--- config.mk ---
export PLATFORM = sky130hd
export DESIGN_NAME = alu_uart_top
export DESIGN_NICKNAME = d
export VERILOG_FILES = /design/src/hdl/alu_uart_pkg.sv /design/src/hdl/alu.sv /design/src/hdl/alu_uart_top.sv /design/src/hdl/baud_tick_gen.sv /design/src/hdl/interface_circuit.sv /design/src/hdl/uart_rx.sv /design/src/hdl/uart_tx.sv
export SDC_FILE = /design/constraint.sdc
export NUM_CORES = 1
export LEC_CHECK = 0
export ABC_AREA = 1
export BUFFER_PORTS_ARGS = -buffer_cell sky130_fd_sc_hd__buf_4
export CAP_MARGIN = 20
export CORE_ASPECT_RATIO = 0.5
export CORE_MARGIN = 1
export CORE_UTILIZATION = 50
export DETAILED_ROUTE_END_ITERATION = 6
export PLACE_DENSITY = 0.65
export SLEW_MARGIN = 20
export SYNTH_ARGS = -nofsm -noshare
export SYNTH_HDL_FRONTEND = slang
export SYNTH_SLANG_ARGS = --single-unit
export TNS_END_PERCENT = 5
--- constraint.sdc ---
create_clock -name i_clock -period 3.4 [get_ports i_clock]
set_clock_uncertainty 0.2 [all_clocks]
set_input_delay 0.34 -clock i_clock [delete_from_list [all_inputs] [get_ports i_clock]]
set_output_delay 0.34 -clock i_clock [all_outputs]
set_load 0.1 [all_outputs]
--- src/hdl/alu_uart_pkg.sv ---
package alu_uart_pkg;

    //////////////////////////////////////////////////
    // Widths and line timing.
    //////////////////////////////////////////////////
    localparam int DATA_BITS    = 8;     // Payload bits per frame.
    localparam int BAUD_DIVIDER = 2;     // Clocks per oversampling tick.
    localparam int OVERSAMPLE   = 16;    // Ticks per bit.

    localparam int BAUD_W = $clog2(BAUD_DIVIDER);
    localparam int TICK_W = $clog2(OVERSAMPLE);
    localparam int BIT_W  = $clog2(DATA_BITS);

    typedef logic [DATA_BITS-1:0] word_t;        // Line byte, operand or result.
    typedef logic [7:0]           opcode_t;
    typedef logic [BAUD_W-1:0]    baud_count_t;
    typedef logic [TICK_W-1:0]    tick_count_t;  // Ticks within one bit.
    typedef logic [BIT_W-1:0]     bit_count_t;   // Data bit index.
    typedef logic [BIT_W-1:0]     shamt_t;       // Shift amount.

    //////////////////////////////////////////////////
    // Opcodes.
    //////////////////////////////////////////////////
    localparam opcode_t OP_ADD = 8'h20;
    localparam opcode_t OP_SUB = 8'h22;
    localparam opcode_t OP_AND = 8'h24;
    localparam opcode_t OP_OR  = 8'h25;
    localparam opcode_t OP_XOR = 8'h26;
    localparam opcode_t OP_NOR = 8'h27;
    localparam opcode_t OP_SRL = 8'h02;
    localparam opcode_t OP_SRA = 8'h03;

    // One complete ALU command.
    typedef struct packed {
        opcode_t opcode;
        word_t   operand_a;
        word_t   operand_b;
    } alu_request_t;

    //////////////////////////////////////////////////
    // State machines.
    //////////////////////////////////////////////////
    typedef enum logic [2:0] {
        WAIT_A,
        WAIT_OP,
        WAIT_B,
        LAUNCH,
        WAIT_TX
    } seq_state_t;

    typedef enum logic [1:0] {RX_IDLE, RX_START, RX_DATA, RX_STOP} rx_state_t;

    typedef enum logic [1:0] {TX_IDLE, TX_START, TX_DATA, TX_STOP} tx_state_t;

endpackage

--- src/hdl/alu.sv ---
module alu (
    input  alu_uart_pkg::alu_request_t i_request,
    output alu_uart_pkg::word_t        o_result
);
    import alu_uart_pkg::*;

    word_t  a;
    word_t  b;
    shamt_t shamt;

    assign a     = i_request.operand_a;
    assign b     = i_request.operand_b;
    assign shamt = i_request.operand_b[BIT_W-1:0];  // Upper bits of B ignored.

    //////////////////////////////////////////////////
    // Opcode decode.
    //////////////////////////////////////////////////
    always_comb begin
        case (i_request.opcode)
            OP_ADD: o_result = a + b;               // Wraps with no carry out.
            OP_SUB: o_result = a - b;
            OP_AND: o_result = a & b;
            OP_OR: begin
                o_result = a | b;
            end
            OP_XOR: o_result = a ^ b;
            OP_NOR: o_result = ~(a | b);
            OP_SRL: o_result = a >> shamt;
            OP_SRA: begin
                // Sign of A fills from the top.
                o_result = word_t'($signed(a) >>> shamt);
            end
            default: o_result = '0;
        endcase
    end

endmodule

--- src/hdl/alu_uart_top.sv ---
module alu_uart_top (
    input  logic i_clock,
    input  logic i_reset,
    input  logic i_uart_rx,
    output logic o_uart_tx
);
    import alu_uart_pkg::*;

    logic         tick;
    word_t        rx_data;
    logic         rx_done;
    alu_request_t request;
    word_t        result;
    logic         tx_start;
    word_t        tx_data;
    logic         tx_done;

    // Shared by both directions.
    baud_tick_gen baud_tick_gen_inst (
        .i_clock (i_clock),
        .i_reset (i_reset),
        .o_tick  (tick)
    );

    uart_rx uart_rx_inst (
        .i_clock   (i_clock),
        .i_reset   (i_reset),
        .i_tick    (tick),
        .i_rx      (i_uart_rx),
        .o_data    (rx_data),
        .o_rx_done (rx_done)
    );

    interface_circuit interface_circuit_inst (
        .i_clock    (i_clock),
        .i_reset    (i_reset),
        .i_rx_done  (rx_done),
        .i_data_rx  (rx_data),
        .i_result   (result),
        .i_tx_done  (tx_done),
        .o_request  (request),
        .o_tx_start (tx_start),
        .o_data_tx  (tx_data)
    );

    alu alu_inst (
        .i_request (request),
        .o_result  (result)
    );

    uart_tx uart_tx_inst (
        .i_clock    (i_clock),
        .i_reset    (i_reset),
        .i_tick     (tick),
        .i_tx_start (tx_start),
        .i_data     (tx_data),
        .o_tx       (o_uart_tx),
        .o_tx_done  (tx_done)
    );

endmodule

--- src/hdl/baud_tick_gen.sv ---
module baud_tick_gen (
    input  logic i_clock,
    input  logic i_reset,
    output logic o_tick
);
    import alu_uart_pkg::*;

    baud_count_t count;

    // Free-running divider with one tick per wrap.
    always_ff @(posedge i_clock) begin
        if (!i_reset) begin
            count  <= '0;
            o_tick <= 1'b0;
        end else if (count == baud_count_t'(BAUD_DIVIDER - 1)) begin
            count  <= '0;
            o_tick <= 1'b1;
        end else begin
            count  <= count + 1'b1;
            o_tick <= 1'b0;
        end
    end

endmodule

--- src/hdl/interface_circuit.sv ---
module interface_circuit (
    input  logic                       i_clock,
    input  logic                       i_reset,
    input  logic                       i_rx_done,
    input  alu_uart_pkg::word_t        i_data_rx,
    input  alu_uart_pkg::word_t        i_result,
    input  logic                       i_tx_done,
    output alu_uart_pkg::alu_request_t o_request,
    output logic                       o_tx_start,
    output alu_uart_pkg::word_t        o_data_tx
);
    import alu_uart_pkg::*;

    seq_state_t state;

    //////////////////////////////////////////////////
    // Command sequencer.
    //////////////////////////////////////////////////
    always_ff @(posedge i_clock) begin
        if (!i_reset) begin
            state      <= WAIT_A;
            o_request  <= '0;
            o_tx_start <= 1'b0;
            o_data_tx  <= '0;
        end else begin
            o_tx_start <= 1'b0;
            case (state)
                WAIT_A: begin
                    if (i_rx_done) begin
                        o_request.operand_a <= i_data_rx;
                        state               <= WAIT_OP;
                    end
                end
                WAIT_OP: begin
                    if (i_rx_done) begin
                        o_request.opcode <= opcode_t'(i_data_rx);
                        state            <= WAIT_B;
                    end
                end
                WAIT_B: begin
                    if (i_rx_done) begin
                        o_request.operand_b <= i_data_rx;
                        o_tx_start          <= 1'b1;     // High for the LAUNCH cycle.
                        state               <= LAUNCH;
                    end
                end
                LAUNCH: begin
                    // Request is complete and the ALU output has settled.
                    o_data_tx <= i_result;
                    state     <= WAIT_TX;
                end
                WAIT_TX: begin
                    // Bytes arriving now are lost.
                    if (i_tx_done) state <= WAIT_A;
                end
                default: state <= WAIT_A;
            endcase
        end
    end

endmodule

--- src/hdl/uart_rx.sv ---
module uart_rx (
    input  logic                i_clock,
    input  logic                i_reset,
    input  logic                i_tick,
    input  logic                i_rx,
    output alu_uart_pkg::word_t o_data,
    output logic                o_rx_done
);
    import alu_uart_pkg::*;

    rx_state_t   state;
    logic [1:0]  rx_sync;      // Line synchronizer.
    logic        rx_line;
    logic        bit_end;      // Last tick of a bit period.
    tick_count_t tick_count;
    bit_count_t  bit_count;
    word_t       shift;

    assign rx_line = rx_sync[1];
    assign bit_end = i_tick && (tick_count == tick_count_t'(OVERSAMPLE - 1));

    always_ff @(posedge i_clock) begin
        if (!i_reset) begin
            rx_sync <= 2'b11;      // Idle line is high.
        end else begin
            rx_sync <= {rx_sync[0], i_rx};
        end
    end

    //////////////////////////////////////////////////
    // Frame FSM.
    //////////////////////////////////////////////////
    always_ff @(posedge i_clock) begin
        if (!i_reset) begin
            state      <= RX_IDLE;
            tick_count <= '0;
            bit_count  <= '0;
            o_rx_done  <= 1'b0;
        end else begin
            o_rx_done <= 1'b0;
            if (i_tick && state != RX_IDLE) tick_count <= tick_count + 1'b1;
            case (state)
                RX_IDLE: begin
                    tick_count <= '0;
                    if (!rx_line) state <= RX_START;
                end
                RX_START: begin
                    // Half a bit in, recheck the line.
                    if (i_tick && tick_count == tick_count_t'(OVERSAMPLE / 2 - 1)) begin
                        tick_count <= '0;
                        bit_count  <= '0;
                        state      <= rx_line ? RX_IDLE : RX_DATA;
                    end
                end
                RX_DATA: begin
                    if (bit_end) begin
                        bit_count <= bit_count + 1'b1;
                        if (bit_count == bit_count_t'(DATA_BITS - 1)) state <= RX_STOP;
                    end
                end
                RX_STOP: begin
                    if (bit_end) begin
                        o_rx_done <= rx_line;  // Low stop bit drops the frame.
                        state     <= RX_IDLE;
                    end
                end
                default: state <= RX_IDLE;
            endcase
        end
    end

    // Payload shifts in LSB first.
    always_ff @(posedge i_clock) begin
        if (state == RX_DATA && bit_end) shift <= {rx_line, shift[DATA_BITS-1:1]};
        if (state == RX_STOP && bit_end && rx_line) o_data <= shift;
    end

endmodule

--- src/hdl/uart_tx.sv ---
module uart_tx (
    input  logic                i_clock,
    input  logic                i_reset,
    input  logic                i_tick,
    input  logic                i_tx_start,
    input  alu_uart_pkg::word_t i_data,
    output logic                o_tx,
    output logic                o_tx_done
);
    import alu_uart_pkg::*;

    tx_state_t   state;
    logic        bit_end;
    tick_count_t tick_count;
    bit_count_t  bit_count;
    word_t       shift;

    assign bit_end = i_tick && (tick_count == tick_count_t'(OVERSAMPLE - 1));

    //////////////////////////////////////////////////
    // Frame FSM and line driver.
    //////////////////////////////////////////////////
    always_ff @(posedge i_clock) begin
        if (!i_reset) begin
            state      <= TX_IDLE;
            tick_count <= '0;
            bit_count  <= '0;
            o_tx       <= 1'b1;
            o_tx_done  <= 1'b0;
        end else begin
            o_tx_done <= 1'b0;
            if (i_tick) tick_count <= tick_count + 1'b1;
            case (state)
                TX_IDLE: begin
                    tick_count <= '0;
                    if (i_tx_start) begin
                        o_tx  <= 1'b0;       // Start bit.
                        state <= TX_START;
                    end
                end
                TX_START: begin
                    if (bit_end) begin
                        bit_count <= '0;
                        o_tx      <= i_data[0];
                        state     <= TX_DATA;
                    end
                end
                TX_DATA: begin
                    if (bit_end) begin
                        bit_count <= bit_count + 1'b1;
                        if (bit_count == bit_count_t'(DATA_BITS - 1)) begin
                            o_tx  <= 1'b1;   // Stop bit.
                            state <= TX_STOP;
                        end else begin
                            o_tx <= shift[1];
                        end
                    end
                end
                TX_STOP: begin
                    if (bit_end) begin
                        o_tx_done <= 1'b1;
                        state     <= TX_IDLE;
                    end
                end
                default: state <= TX_IDLE;
            endcase
        end
    end

    // Sequencer holds the byte for the whole frame.
    always_ff @(posedge i_clock) begin
        if (state == TX_START && bit_end) shift <= i_data;
        else if (state == TX_DATA && bit_end) shift <= shift >> 1;
    end

endmodule

==> out/metrics.cfg <==
[status]
outcome=finished, final reports clean

[critical_path]
end_kind=flip-flop
crit_family=simple AND/OR/NAND/NOR gates
slowest_delay_ns=0.38
ff2ff_path_depth=18
arrival_ns=2.80
reg2reg_from=interface_circuit_inst.o_request[16]
critical_path_buf_inv_count=3
path_cells=inv_2, nand2_4, nor2_4, nand2_4, inv_1, nor2_1, a21oi_1, inv_1, ha_1, nand3b_1, nand2_1, nand2_1, nand2_1, nand2_1, nand3_1, nand3_1, nand2_1, a21oi_1
required_ns=3.39
worstPathMaxFanout=8
r2r-end=interface_circuit_inst.o_data_tx[5]
cpMostUsedCell=nand2_1
r2r_setup_slack_ns=0.59
crit_type=reg2reg
critical-path-slowest-cell=dfxtp_1
start_kind=flip-flop

[floorplan]
die_w_um=141
initial_core_util_pct=53.4
core_sq_um=9010
die_h_um=71.3
ios=4
rows=24
die_area_sq_um=10000

[clocking]
clk_pin_slew_ns=0.06
cts_tree=yes
cts-root-buf=clkbuf_16
ctsHtreeMaxLevel=3
numCtsBuffers=9
clk_latency_ns=0.34
cts_max_path_buffers=2
cts_num_sinks=84

[synthesis]
ys_seq_elements=84
netlist_area_sq_um=4810
synthArstFlopShare_pct=0
synth.distinct_cells=38
synth_nets=683
yosysMostFrequentCell=nand2_1
syn_avg_cell_area_sq_um=7.50
synth.top_cells.by_count=nand2_1, inv_1, dfxtp_1
synth_edf_count=23
synth.area.top_cells=dfxtp_1, edfxtp_1, nand2_1, ha_1, inv_1
netlist.top_cell.by_area=dfxtp_1
synth_top_area_share_pct=25.4
ys_seq_area_share_pct=39.8
ys.flop_type=dfxtp_1
yosysWarnings=0
syn_inst=641

[min_path]
hp-start=i_reset
hp-class=in2reg
hold_depth=3
hold_end=baud_tick_gen_inst.o_tick

[global_route]
grt_first_pass_wirelength_um=18800
antenna_found_initial=0
grt_overflow_total=0
grt_max_degree=34
grt_pass1_vias=3819
grt_usage_pct=24.5

[pwr]
p_leak_nw=2.29
power.density_nw_per_um2=454
peakVddDrop_mv=0.399

[placement]
dp.cells=752
detailedPlacementHpwl_um=8360
port_buffers=3
finalWeightedCongestion=1.04

[sta]
drv_slew=0
worstMarginPinSlew_ns=0.815
relSlewSlack_pct=45.5
finalHoldViolCount=0
rsz0062_at_grt=no
fin_crit_sh_pct=82.5
max_freq_mhz=356
final-setup-viol-count=0
fin_setup_tns_ns=0
period_needed_ns=2.81

[cells_and_area]
nNetsFinal=689
final_cells=769
nFillCells=849
antenna_cells=0
area_growth_pct=9.76
drive_gt1_share_pct=7.36

[routing]
drc_errors=0
routedWlPerCell_um=14.7
drtPass1Iterations=5
drt_iter0_markers=321
routed_wl_um=11300
vias=4075
drtAntennaViolNets=0
vias_per_cell=5.30

[flow_run]
max_cap_viol_count=0

==> area by class of cell <==
| cell class | count | area (sq um) | area share, % |
|---|---|---|---|
| timing repair buffer | 8 | 62.6 | 1.19 |
| inverter | 92 | 345 | 6.54 |
| tap | 117 | 146 | 2.77 |
| clock inverter | 6 | 90.1 | 1.71 |
| clock buffer | 10 | 229 | 4.34 |
| sequential | 84 | 1910 | 36.2 |
| multi-input combinational | 452 | 2490 | 47.2 |
==> layout by cell type, fill, tap and decap left out, types with 7 or more instances in the layout <==
cell | Yosys | layout
nor2_4 | 7 | 7
a21oi_1 | 58 | 58
dfxtp_1 | 61 | 61
nand4_1 | 9 | 9
inv_1 | 83 | 83
nor2_1 | 51 | 51
ha_1 | 38 | 38
clkbuf_16 | 0 | 9
xor2_1 | 7 | 7
o21ai_1 | 7 | 7
edfxtp_1 | 23 | 23
nor3_1 | 8 | 8
inv_2 | 7 | 7
o21ai_0 | 42 | 42
buf_4 | 1 | 7
nand3_1 | 43 | 43
nand2_1 | 147 | 147
==> layer usage <==
layer	wire (um)	up-vias	global-route usage [%]	part of all wire, %
li1	-	2112	-	-
met1	5750	1848	34.0	51
met2	4820	102	39.0	43
met3	611	13	6.08	5.4
met4	118	0	5.19	1.0
met5	0	-	0	0
==> what timing repair did <==
item / 4_1_cts / 5_1_grt
gates resized for setup: 0 / 0
hold buffers: 1 / 0
hold endpoints to repair: 1 / 0
setup buffers: 0 / 0
==> worst register-to-register path, stage by stage, from the launching register on <==
cell	delay (ns)
dfxtp_1	0.38
inv_2	0.19
nand2_4	0.08
nor2_4	0.14
nand2_4	0.09
inv_1	0.13
nor2_1	0.05
a21oi_1	0.24
inv_1	0.08
ha_1	0.27
nand3b_1	0.07
nand2_1	0.14
nand2_1	0.09
nand2_1	0.06
nand2_1	0.04
nand3_1	0.09
nand3_1	0.14
nand2_1	0.12
a21oi_1	0.06
==> per-stage QoR <==
| stage | instance area (sq um) | utilization (%) | power, mW | hold WS (ns) | setup slack (ns) |
|---|---|---|---|---|---|
| 3_5_place_dp | 4950 | 54.9 | 1.37 | 0.203 | 0.627 |
| 5_1_grt | 5280 | 58.6 | 2.49 | 0.236 | 0.334 |
| 4_1_cts | 5280 | 58.6 | 2.41 | 0.185 | 0.620 |
| 6_report | 5280 | 58.6 | 2.39 | 0.208 | 0.595 |
| 2_1_floorplan | 4810 | - | 1.31 | 0.192 | 0.903 |
| 3_3_place_gp | 4950 | 54.9 | 1.36 | 0.200 | 0.635 |
==> state kept, by name, indices dropped and copies added, names as in the netlist, named ones only <==
name	count
baud_tick_gen_inst.count	1
baud_tick_gen_inst.o_tick	1
interface_circuit_inst.o_data_tx	8
interface_circuit_inst.o_request	24
interface_circuit_inst.o_tx_start	1
interface_circuit_inst.state	3
uart_rx_inst.bit_count	3
uart_rx_inst.o_data	8
uart_rx_inst.o_rx_done	1
uart_rx_inst.rx_sync	2
uart_rx_inst.shift	8
uart_rx_inst.state	1
uart_rx_inst.tick_count	4
uart_tx_inst.bit_count	3
uart_tx_inst.o_tx	1
uart_tx_inst.o_tx_done	1
uart_tx_inst.shift	7
uart_tx_inst.state	2
uart_tx_inst.tick_count	4
==> power breakdown <==
part / switching, mW / leakage, nW / internal, mW
combinational: 0.190 / 1.46 / 0.0886
clock: 0.401 / 0.154 / 0.645
sequential: 0.0216 / 0.677 / 1.05
==> how the worst max path moves through the flow <==
| stage | start | slack (ns) | end | cells past startpoint |
|---|---|---|---|---|
| 2_1_floorplan | interface_circuit_inst.o_request[1] | 0.90 | interface_circuit_inst.o_data_tx[7] | 18 |
| 3_3_place_gp | interface_circuit_inst.o_request[16] | 0.63 | interface_circuit_inst.o_data_tx[5] | 18 |
| 3_5_place_dp | interface_circuit_inst.o_request[16] | 0.63 | interface_circuit_inst.o_data_tx[5] | 18 |
| 4_1_cts | interface_circuit_inst.o_request[16] | 0.62 | interface_circuit_inst.o_data_tx[5] | 18 |
| 5_1_grt | interface_circuit_inst.o_request[16] | 0.33 | interface_circuit_inst.o_data_tx[7] | 19 |
| 6_report | interface_circuit_inst.o_request[16] | 0.59 | interface_circuit_inst.o_data_tx[5] | 18 |
==> cell families after synthesis <==
| group | share of synthesized area (%) |
|---|---|
| and+or+nand+nor | 26.7 |
| xor gates and xnor gates | 1.28 |
| adders and majority gates | 10.3 |
| buffers and inverters | 8.41 |
| AOI/OAI and AO/OA | 13.1 |
| muxes | 0.416 |
| DFF | 39.8 |
No activity file was read; power rests on OpenSTA's default activity.
